==> src/logic/lsu_pkg.sv <==
package lsu_pkg;

  localparam int word_w         = 64;
  localparam int beat_w         = 512;
  localparam int words_per_beat = beat_w / word_w;

  // group size, also the cyclic factor of the placement
  localparam int num_banks      = 4;
  localparam int addr_w         = 12;

  // chip enable at the ports to valid ram_q
  localparam int rd_latency     = 4;
  localparam int fifo_depth     = 2;
  localparam int cfg_w          = 16;

  typedef logic [word_w-1:0]            word_t;
  typedef logic [beat_w-1:0]            beat_t;
  typedef logic [addr_w-1:0]            addr_t;
  typedef logic [$clog2(num_banks)-1:0] bank_t;
  typedef logic [cfg_w-1:0]             cfg_t;

endpackage

==> src/logic/lsu_addr_gen.sv <==
module lsu_addr_gen (
  input  logic                           clk,
  input  logic                           rst,
  input  logic                           busy_store,
  input  logic                           busy_load,
  input  logic                           issue_ok,
  input  lsu_pkg::word_t                 word_data,
  input  logic                           word_valid,
  input  lsu_pkg::cfg_t                  len,
  input  lsu_pkg::cfg_t                  seg_count,
  input  lsu_pkg::cfg_t                  block_factor,
  input  lsu_pkg::cfg_t                  seg_stride,
  input  lsu_pkg::cfg_t                  addr_offset,
  output logic                           word_ready,
  output lsu_pkg::addr_t                 ram_addr,
  output lsu_pkg::word_t                 ram_d,
  output logic                           ram_we,
  output logic [lsu_pkg::num_banks-1:0]  ram_ce,
  output lsu_pkg::bank_t                 rd_bank,
  output logic                           rd_issue,
  output logic                           last_issued
);
  import lsu_pkg::*;

  cfg_t  word_cnt;
  cfg_t  seg_cnt;
  cfg_t  blk_cnt;
  cfg_t  row_base;
  cfg_t  seg_base;
  bank_t bank_cnt;
  cfg_t  cur_addr;
  logic  issue;
  logic  seg_end;
  logic  blk_end;

  // stores issue straight off the word handshake, one per cycle
  assign word_ready = busy_store;
  assign issue      = (busy_store & word_valid) | (busy_load & issue_ok);

  assign seg_end     = (word_cnt == len - 1'b1);
  assign blk_end     = (blk_cnt == block_factor - 1'b1);
  assign last_issued = issue & seg_end & (seg_cnt == seg_count - 1'b1);

  // offset + s*seg_stride + (j div 4bf)*bf + (j mod bf)
  assign cur_addr = addr_offset + seg_base + row_base + blk_cnt;

  always_ff @(posedge clk) begin
    if (rst | ~(busy_store | busy_load)) begin
      word_cnt <= '0;
      seg_cnt  <= '0;
      blk_cnt  <= '0;
      row_base <= '0;
      seg_base <= '0;
      bank_cnt <= '0;
    end else if (issue) begin
      if (seg_end) begin
        word_cnt <= '0;
        blk_cnt  <= '0;
        row_base <= '0;
        bank_cnt <= '0;
        seg_cnt  <= seg_cnt + 1'b1;
        seg_base <= seg_base + seg_stride;
      end else begin
        word_cnt <= word_cnt + 1'b1;
        if (blk_end) begin
          blk_cnt <= '0;
          if (bank_cnt == bank_t'(num_banks - 1)) begin
            bank_cnt <= '0;
            row_base <= row_base + block_factor;
          end else begin
            bank_cnt <= bank_cnt + 1'b1;
          end
        end else begin
          blk_cnt <= blk_cnt + 1'b1;
        end
      end
    end
  end

  always_ff @(posedge clk) begin
    if (rst) begin
      ram_we   <= 1'b0;
      ram_ce   <= '0;
      rd_issue <= 1'b0;
    end else begin
      ram_we   <= issue & busy_store;
      ram_ce   <= issue ? (num_banks'(1) << bank_cnt) : '0;
      rd_issue <= issue & busy_load;
    end
  end

  always_ff @(posedge clk) begin
    ram_addr <= cur_addr[addr_w-1:0];
    ram_d    <= word_data;
    rd_bank  <= bank_cnt;
  end

endmodule

==> src/logic/lsu_beat_fifo.sv <==
module lsu_beat_fifo (
  input  logic           clk,
  input  logic           rst,
  input  lsu_pkg::beat_t enq_data,
  input  logic           enq_valid,
  input  logic           deq_ready,
  output lsu_pkg::beat_t deq_data,
  output logic           deq_valid,
  output logic [1:0]     free
);
  import lsu_pkg::*;

  typedef logic [$clog2(fifo_depth)-1:0] ptr_t;

  beat_t      mem [fifo_depth];
  ptr_t       wr_ptr;
  ptr_t       rd_ptr;
  logic [1:0] count;
  logic       deq_fire;

  function automatic ptr_t next_ptr(input ptr_t p);
    return (p == ptr_t'(fifo_depth - 1)) ? '0 : p + 1'b1;
  endfunction

  assign deq_valid = (count != '0);
  assign deq_data  = mem[rd_ptr];
  assign deq_fire  = deq_valid & deq_ready;
  assign free      = 2'(fifo_depth) - count;

  // no full check, the read credits keep a slot open for every push
  always_ff @(posedge clk) begin
    if (rst) begin
      wr_ptr <= '0;
      rd_ptr <= '0;
      count  <= '0;
    end else begin
      if (enq_valid) begin
        wr_ptr <= next_ptr(wr_ptr);
      end
      if (deq_fire) begin
        rd_ptr <= next_ptr(rd_ptr);
      end
      count <= count + 2'(enq_valid) - 2'(deq_fire);
    end
  end

  always_ff @(posedge clk) begin
    if (enq_valid) begin
      mem[wr_ptr] <= enq_data;
    end
  end

endmodule

==> src/logic/lsu_beat_pack.sv <==
module lsu_beat_pack (
  input  logic           clk,
  input  logic           rst,
  input  logic           rd_issue,
  input  lsu_pkg::bank_t rd_bank,
  input  lsu_pkg::word_t ram_q [lsu_pkg::num_banks],
  output lsu_pkg::beat_t beat_data,
  output logic           beat_pushed
);
  import lsu_pkg::*;

  logic [rd_latency-1:0]             vld_pipe;
  bank_t                             bank_pipe [rd_latency];
  logic [$clog2(words_per_beat)-1:0] fill_cnt;
  logic                              ret_valid;
  bank_t                             ret_bank;
  word_t                             ret_word;

  // read returns line up with the tail of the delay line
  assign ret_valid = vld_pipe[rd_latency-1];
  assign ret_bank  = bank_pipe[rd_latency-1];
  assign ret_word  = ram_q[ret_bank];

  always_ff @(posedge clk) begin
    if (rst) begin
      vld_pipe    <= '0;
      fill_cnt    <= '0;
      beat_pushed <= 1'b0;
    end else begin
      vld_pipe    <= {vld_pipe[rd_latency-2:0], rd_issue};
      beat_pushed <= ret_valid & (fill_cnt == ($bits(fill_cnt))'(words_per_beat - 1));
      if (ret_valid) begin
        fill_cnt <= fill_cnt + 1'b1;
      end
    end
  end

  always_ff @(posedge clk) begin
    bank_pipe[0] <= rd_bank;
    for (int i = 1; i < rd_latency; i++) begin
      bank_pipe[i] <= bank_pipe[i-1];
    end
    if (ret_valid) begin
      beat_data[fill_cnt*word_w +: word_w] <= ret_word;
    end
  end

endmodule

==> src/logic/lsu_beat_unpack.sv <==
module lsu_beat_unpack (
  input  logic           clk,
  input  logic           rst,
  input  logic           busy_store,
  input  lsu_pkg::beat_t in_data,
  input  logic           in_valid,
  input  logic           word_ready,
  output logic           in_ready,
  output lsu_pkg::word_t word_data,
  output logic           word_valid
);
  import lsu_pkg::*;

  beat_t                               shift_q;
  logic [$clog2(words_per_beat+1)-1:0] left;
  logic                                in_fire;
  logic                                word_fire;

  assign in_ready   = busy_store & (left == '0);
  assign word_valid = (left != '0);
  assign word_data  = shift_q[word_w-1:0];

  assign in_fire   = in_valid & in_ready;
  assign word_fire = word_valid & word_ready;

  always_ff @(posedge clk) begin
    if (rst) begin
      left <= '0;
    end else if (in_fire) begin
      left <= ($bits(left))'(words_per_beat);
    end else if (word_fire) begin
      left <= left - 1'b1;
    end
  end

  // low word goes out first
  always_ff @(posedge clk) begin
    if (in_fire) begin
      shift_q <= in_data;
    end else if (word_fire) begin
      shift_q <= shift_q >> word_w;
    end
  end

endmodule

==> src/logic/lsu_ctrl.sv <==
module lsu_ctrl (
  input  logic       clk,
  input  logic       rst,
  input  logic       start,
  input  logic       store,
  input  logic       last_issued,
  input  logic       beat_popped,
  input  logic       beat_pushed,
  input  logic [1:0] fifo_free,
  output logic       busy_store,
  output logic       busy_load,
  output logic       issue_ok,
  output logic       done
);
  import lsu_pkg::*;

  typedef enum logic [1:0] {
    st_idle,
    st_run,
    st_drain,
    st_done
  } state_t;

  state_t                            state;
  logic                              is_store;
  logic [$clog2(words_per_beat)-1:0] word_cnt;
  logic [1:0]                        in_flight;
  logic                              grant;
  logic                              last_pop;

  assign busy_store = (state == st_run) & is_store;
  assign busy_load  = (state == st_run) & ~is_store;

  // first word of a beat claims a FIFO slot, the other seven ride on that claim
  assign issue_ok = busy_load & ((word_cnt != '0) | (in_flight < fifo_free));
  assign grant    = issue_ok & (word_cnt == '0);

  // nothing in flight and only one beat left in the FIFO, leaving now
  assign last_pop = beat_popped & (in_flight == '0) & (fifo_free == 2'(fifo_depth - 1));

  assign done = (state == st_done);

  always_ff @(posedge clk) begin
    if (rst) begin
      state     <= st_idle;
      is_store  <= 1'b0;
      word_cnt  <= '0;
      in_flight <= '0;
    end else begin
      case (state)
        st_idle: begin
          if (start) begin
            state    <= st_run;
            is_store <= store;
          end
        end
        st_run: begin
          if (last_issued) begin
            state <= st_drain;
          end
        end
        // store only waits for the last write to reach the ports
        st_drain: begin
          if (is_store | last_pop) begin
            state <= st_done;
          end
        end
        default: begin
          state <= st_idle;
        end
      endcase

      if (issue_ok) begin
        word_cnt <= word_cnt + 1'b1;
      end
      in_flight <= in_flight + 2'(grant) - 2'(beat_pushed);
    end
  end

endmodule

==> src/logic/lsu_top.sv <==
module lsu_top (
  input  logic                          clk,
  input  logic                          rst,
  input  lsu_pkg::beat_t                in_data,
  input  logic                          in_valid,
  output logic                          in_ready,
  output lsu_pkg::beat_t                out_data,
  output logic                          out_valid,
  input  logic                          out_ready,
  input  logic                          start,
  input  logic                          store,
  output logic                          done,
  input  lsu_pkg::cfg_t                 len,
  input  lsu_pkg::cfg_t                 seg_count,
  input  lsu_pkg::cfg_t                 block_factor,
  input  lsu_pkg::cfg_t                 seg_stride,
  input  lsu_pkg::cfg_t                 addr_offset,
  output lsu_pkg::addr_t                ram_addr,
  output lsu_pkg::word_t                ram_d,
  output logic                          ram_we,
  output logic [lsu_pkg::num_banks-1:0] ram_ce,
  input  lsu_pkg::word_t                ram_q [lsu_pkg::num_banks]
);
  import lsu_pkg::*;

  logic       busy_store;
  logic       busy_load;
  logic       issue_ok;
  logic       last_issued;
  word_t      word_data;
  logic       word_valid;
  logic       word_ready;
  bank_t      rd_bank;
  logic       rd_issue;
  beat_t      beat_data;
  logic       beat_pushed;
  logic       beat_popped;
  logic [1:0] fifo_free;

  assign beat_popped = out_valid & out_ready;

  lsu_ctrl i_ctrl (
    .clk         (clk),
    .rst         (rst),
    .start       (start),
    .store       (store),
    .last_issued (last_issued),
    .beat_popped (beat_popped),
    .beat_pushed (beat_pushed),
    .fifo_free   (fifo_free),
    .busy_store  (busy_store),
    .busy_load   (busy_load),
    .issue_ok    (issue_ok),
    .done        (done)
  );

  lsu_beat_unpack i_unpack (
    .clk        (clk),
    .rst        (rst),
    .busy_store (busy_store),
    .in_data    (in_data),
    .in_valid   (in_valid),
    .word_ready (word_ready),
    .in_ready   (in_ready),
    .word_data  (word_data),
    .word_valid (word_valid)
  );

  lsu_addr_gen i_addr_gen (
    .clk          (clk),
    .rst          (rst),
    .busy_store   (busy_store),
    .busy_load    (busy_load),
    .issue_ok     (issue_ok),
    .word_data    (word_data),
    .word_valid   (word_valid),
    .len          (len),
    .seg_count    (seg_count),
    .block_factor (block_factor),
    .seg_stride   (seg_stride),
    .addr_offset  (addr_offset),
    .word_ready   (word_ready),
    .ram_addr     (ram_addr),
    .ram_d        (ram_d),
    .ram_we       (ram_we),
    .ram_ce       (ram_ce),
    .rd_bank      (rd_bank),
    .rd_issue     (rd_issue),
    .last_issued  (last_issued)
  );

  lsu_beat_pack i_pack (
    .clk         (clk),
    .rst         (rst),
    .rd_issue    (rd_issue),
    .rd_bank     (rd_bank),
    .ram_q       (ram_q),
    .beat_data   (beat_data),
    .beat_pushed (beat_pushed)
  );

  lsu_beat_fifo i_fifo (
    .clk       (clk),
    .rst       (rst),
    .enq_data  (beat_data),
    .enq_valid (beat_pushed),
    .deq_ready (out_ready),
    .deq_data  (out_data),
    .deq_valid (out_valid),
    .free      (fifo_free)
  );

endmodule

==> config.mk <==
export PLATFORM = sky130hd
export DESIGN_NAME = lsu_top
export DESIGN_NICKNAME = d
export VERILOG_FILES = /design/src/logic/lsu_pkg.sv /design/src/logic/lsu_addr_gen.sv /design/src/logic/lsu_beat_fifo.sv /design/src/logic/lsu_beat_pack.sv /design/src/logic/lsu_beat_unpack.sv /design/src/logic/lsu_ctrl.sv /design/src/logic/lsu_top.sv
export SDC_FILE = /design/constraint.sdc
export NUM_CORES = 2
export LEC_CHECK = 0
export ABC_AREA = 1
export BUFFER_PORTS_ARGS = -buffer_cell sky130_fd_sc_hd__buf_2
export CAP_MARGIN = 20
export CELL_PAD_IN_SITES_DETAIL_PLACEMENT = 1
export CELL_PAD_IN_SITES_GLOBAL_PLACEMENT = 2
export CORE_AREA = 2 2 559 561
export DETAILED_ROUTE_END_ITERATION = 12
export DIE_AREA = 0 0 561 563
export PLACE_DENSITY = 0.78
export SETUP_SLACK_MARGIN = 0.02
export SLEW_MARGIN = 15
export SYNTH_ARGS = -nofsm -noshare
export SYNTH_HDL_FRONTEND = slang
export SYNTH_HIERARCHICAL = 1
export SYNTH_SLANG_ARGS = --single-unit
==> constraint.sdc <==
create_clock -name clk -period 33.6 [get_ports clk]
set_input_delay 3.36 -clock clk [delete_from_list [all_inputs] [get_ports clk]]
set_output_delay 3.36 -clock clk [all_outputs]
set_load 0.1 [all_outputs]
==> metrics.cfg <==
[run_status]
status = finished, final reports clean

[clock_network]
cts_buffers = 245
post_cts_buffers = 0
worstSkewPairLatency_ns = 0.96
htree_levels = 4
cts.sinks = 2239
ctsResizeCount = 0
clock_path_buffers = 4
cts_tree = built
cts_root_buffer = clkbuf_16
holdBufCountCts = 0
clk_pin_slew_ns = 0.06

[worst_setup_path]
critical_path_arrival_ns = 4.65
startpoint_type = register
slowest_delay_ns = 0.89
cpMostUsedCell = buf_12
path_cells = buf_12, buf_12, buf_4, mux2_2, buf_2
required_ns = 30.24
cpLargestDelayFamily = buffers and inverters
worstPathBufferInverterCount = 4
endpoint_kind = output port
cp_slowest_cell = buf_4
critical_path_class = register to output port
crit_path_max_fanout = 145

[power_and_ir_drop]
power_frac_seq = 0.465
leakage_nw = 42.5
swShare = 0.270
peakVddDrop_uv = 47.0
intPower_w = 0.00479
pwr_density_cell_mw_per_mm2 = 58.0
p_comb_frac = 0.117
switchingPower_w = 0.00177
clkPwrFrac = 0.418

[die]
start_util = 0.304
std_cell_rows = 205
core_area_sq_mm = 0.310
die_w_um = 561
die_y_um = 563
io_pins = 1450
die_area_sq_mm = 0.316

[logic_synthesis]
synth.distinct_cells = 50
synth_top_area_frac = 0.653
synth_edf_count = 2048
yosys-top-cells-count = 2,048 x edfxtp_1, 1,996 x nand2_1, 798 x nor2_1, 742 x nand3_1, 512 x mux2_2
yosys-top-cells-area = edfxtp_1 65%, nand2_1 8.0%, mux2_2 6.1%
synth_top_area_cell = edfxtp_1
yosysWarnings = 6
yosysMostFrequentCell = edfxtp_1
async_flop_share = 0
synthesis.nets = 8706
synth_area_sq_mm = 0.0942
synth_flop_cell = edfxtp_1
syn_inst = 7769
ys_ff_latch = 2239
ys_seq_area_frac = 0.693
avgSynthCellArea_sq_um = 12.1

[global_route]
grt_pass1_vias = 66800
grt_max_degree = 183
grt_pass1_wl_um = 505000
gr-total-overflow = 0
antenna_found_initial = 249
track_usage = 0.224

[place]
place_inst = 13000
globalplace.congestion = 0.909
dpl.hpwl_um = 271000
io_buffers = 1441

[routing]
wl_per_cell_um = 27.1
final_antenna_net_count = 0
dr_total_vias = 65400
wirelength_um = 367000
drt_iter0_drc = 5306
drc_errors = 0
vias_per_cell = 4.82
firstDrtPassIters = 5

[cells_and_area]
final_layout_size_suffix_gt1_frac = 0.270
stdcell_count = 13600
syn_to_final_growth_pct = 20.2
final_nets = 10000
fill_cells = 34000

[min_path]
hp-class = register to register

[timing]
finalMaxSlewViolations = 0
rsz0062_at_grt = no
fin_crit_ns = 8.01
max_freq_ghz = 0.125
post-route-period-util = 0.238
slew_headroom = 0.200
finalClockSkew_ns = 0.124
hold_violations = 0
worst_pin_slew_ns = 1.20
tns_ns = 0
setup_viol = 0

[flow_run]
maxCapViolCount = 0

## routing by layer
metal  up-vias  GRT usage  wire (um)
met3       743     0.0616      29200
met5         -          0       1020
met1     32800      0.258     137000
li1      29300          -          -
met2      2380      0.380     178000
met4       162      0.120      21200
## layout make-up
type                    count  area [sq um]  area share
inverters                 499          1890      0.0167
multi-input cells        4565         24300       0.214
well taps                4140          5180      0.0458
clock inverters           138          1540      0.0136
clock buffers             316          6610      0.0584
flip-flops and latches   2239         65300       0.577
repair buffers           1530          8010      0.0708
diodes                    135           338     0.00298
## power by group through the flow
stage               Clock (W)  Combinational [W]  Sequential, W
floorplan                   0           0.000544        0.00314
global placement            0           0.000760        0.00311
detailed placement          0           0.000767        0.00311
CTS                   0.00281           0.000771        0.00305
global route          0.00290           0.000803        0.00305
finish                0.00275           0.000766        0.00305
## metrics by stage
step                hold slack, ns  utilization  worst slack, ns  cell area [sq um]  power, W
global placement             0.314        0.337            24.95             105000   0.00387
floorplan                    0.310            -            10.42              94200   0.00369
global route                 0.322        0.364            25.23             113000   0.00676
CTS                          0.318        0.363            25.23             113000   0.00663
detailed placement           0.313        0.337            24.84             105000   0.00388
finish                       0.300        0.365            25.59             113000   0.00657
## final timing paths
kind / from / end / slack (ns) / cells after the start
setup / recovery: register / out_data[300] / 25.59 / 5
hold / removal: i_unpack/shift_q[51] / i_addr_gen/ram_d[51] / 0.30 / 0
setup reg to reg: i_ctrl/state[1] / i_unpack/shift_q[99] / 27.38 / 15
hold reg to reg: i_unpack/shift_q[51] / i_addr_gen/ram_d[51] / 0.30 / 0
## kinds of logic (layout without fill, tap and decap cells)
group                    count (synthesis)  after routing  synth area share
AO/OA/AOI/OAI                          148            148           0.00855
multiplexers                           512            512            0.0612
other                                    0            135                 0
XOR/XNOR                                93             93           0.00873
adder cells (fa/ha/maj)                 83             83            0.0129
buffers and inverters                  965           2483            0.0508
AND/OR/NAND/NOR                       3729           3729             0.164
flip-flops                            2239           2239             0.693
## registers in the layout, summed over array words and instances, names as in the netlist, 8 cells and up, named ones only
name and flops:
i_fifo/mem 1024, i_pack/beat_data 512, i_addr_gen/row_base 12, i_unpack/shift_q 512
i_pack/bank_pipe 8, i_addr_gen/seg_cnt 16, i_addr_gen/blk_cnt 16, i_addr_gen/ram_d 64
i_addr_gen/word_cnt 16, i_addr_gen/ram_addr 12, i_addr_gen/seg_base 12
## layout by cell type, fill, tap and decap left out, types with 57 or more instances in the layout
cell / n
clkbuf_16: 248
dfxtp_1: 187
a21oi_1: 76
diode_2: 135
nand4_1: 85
xor2_1: 57
nand3_1: 742
nor2_1: 783
buf_4: 79
inv_1: 478
mux2_2: 512
edfxtp_1: 2048
nand2_1: 1992
buf_2: 1440
ha_1: 57
Power figures use the tool's default switching activity.
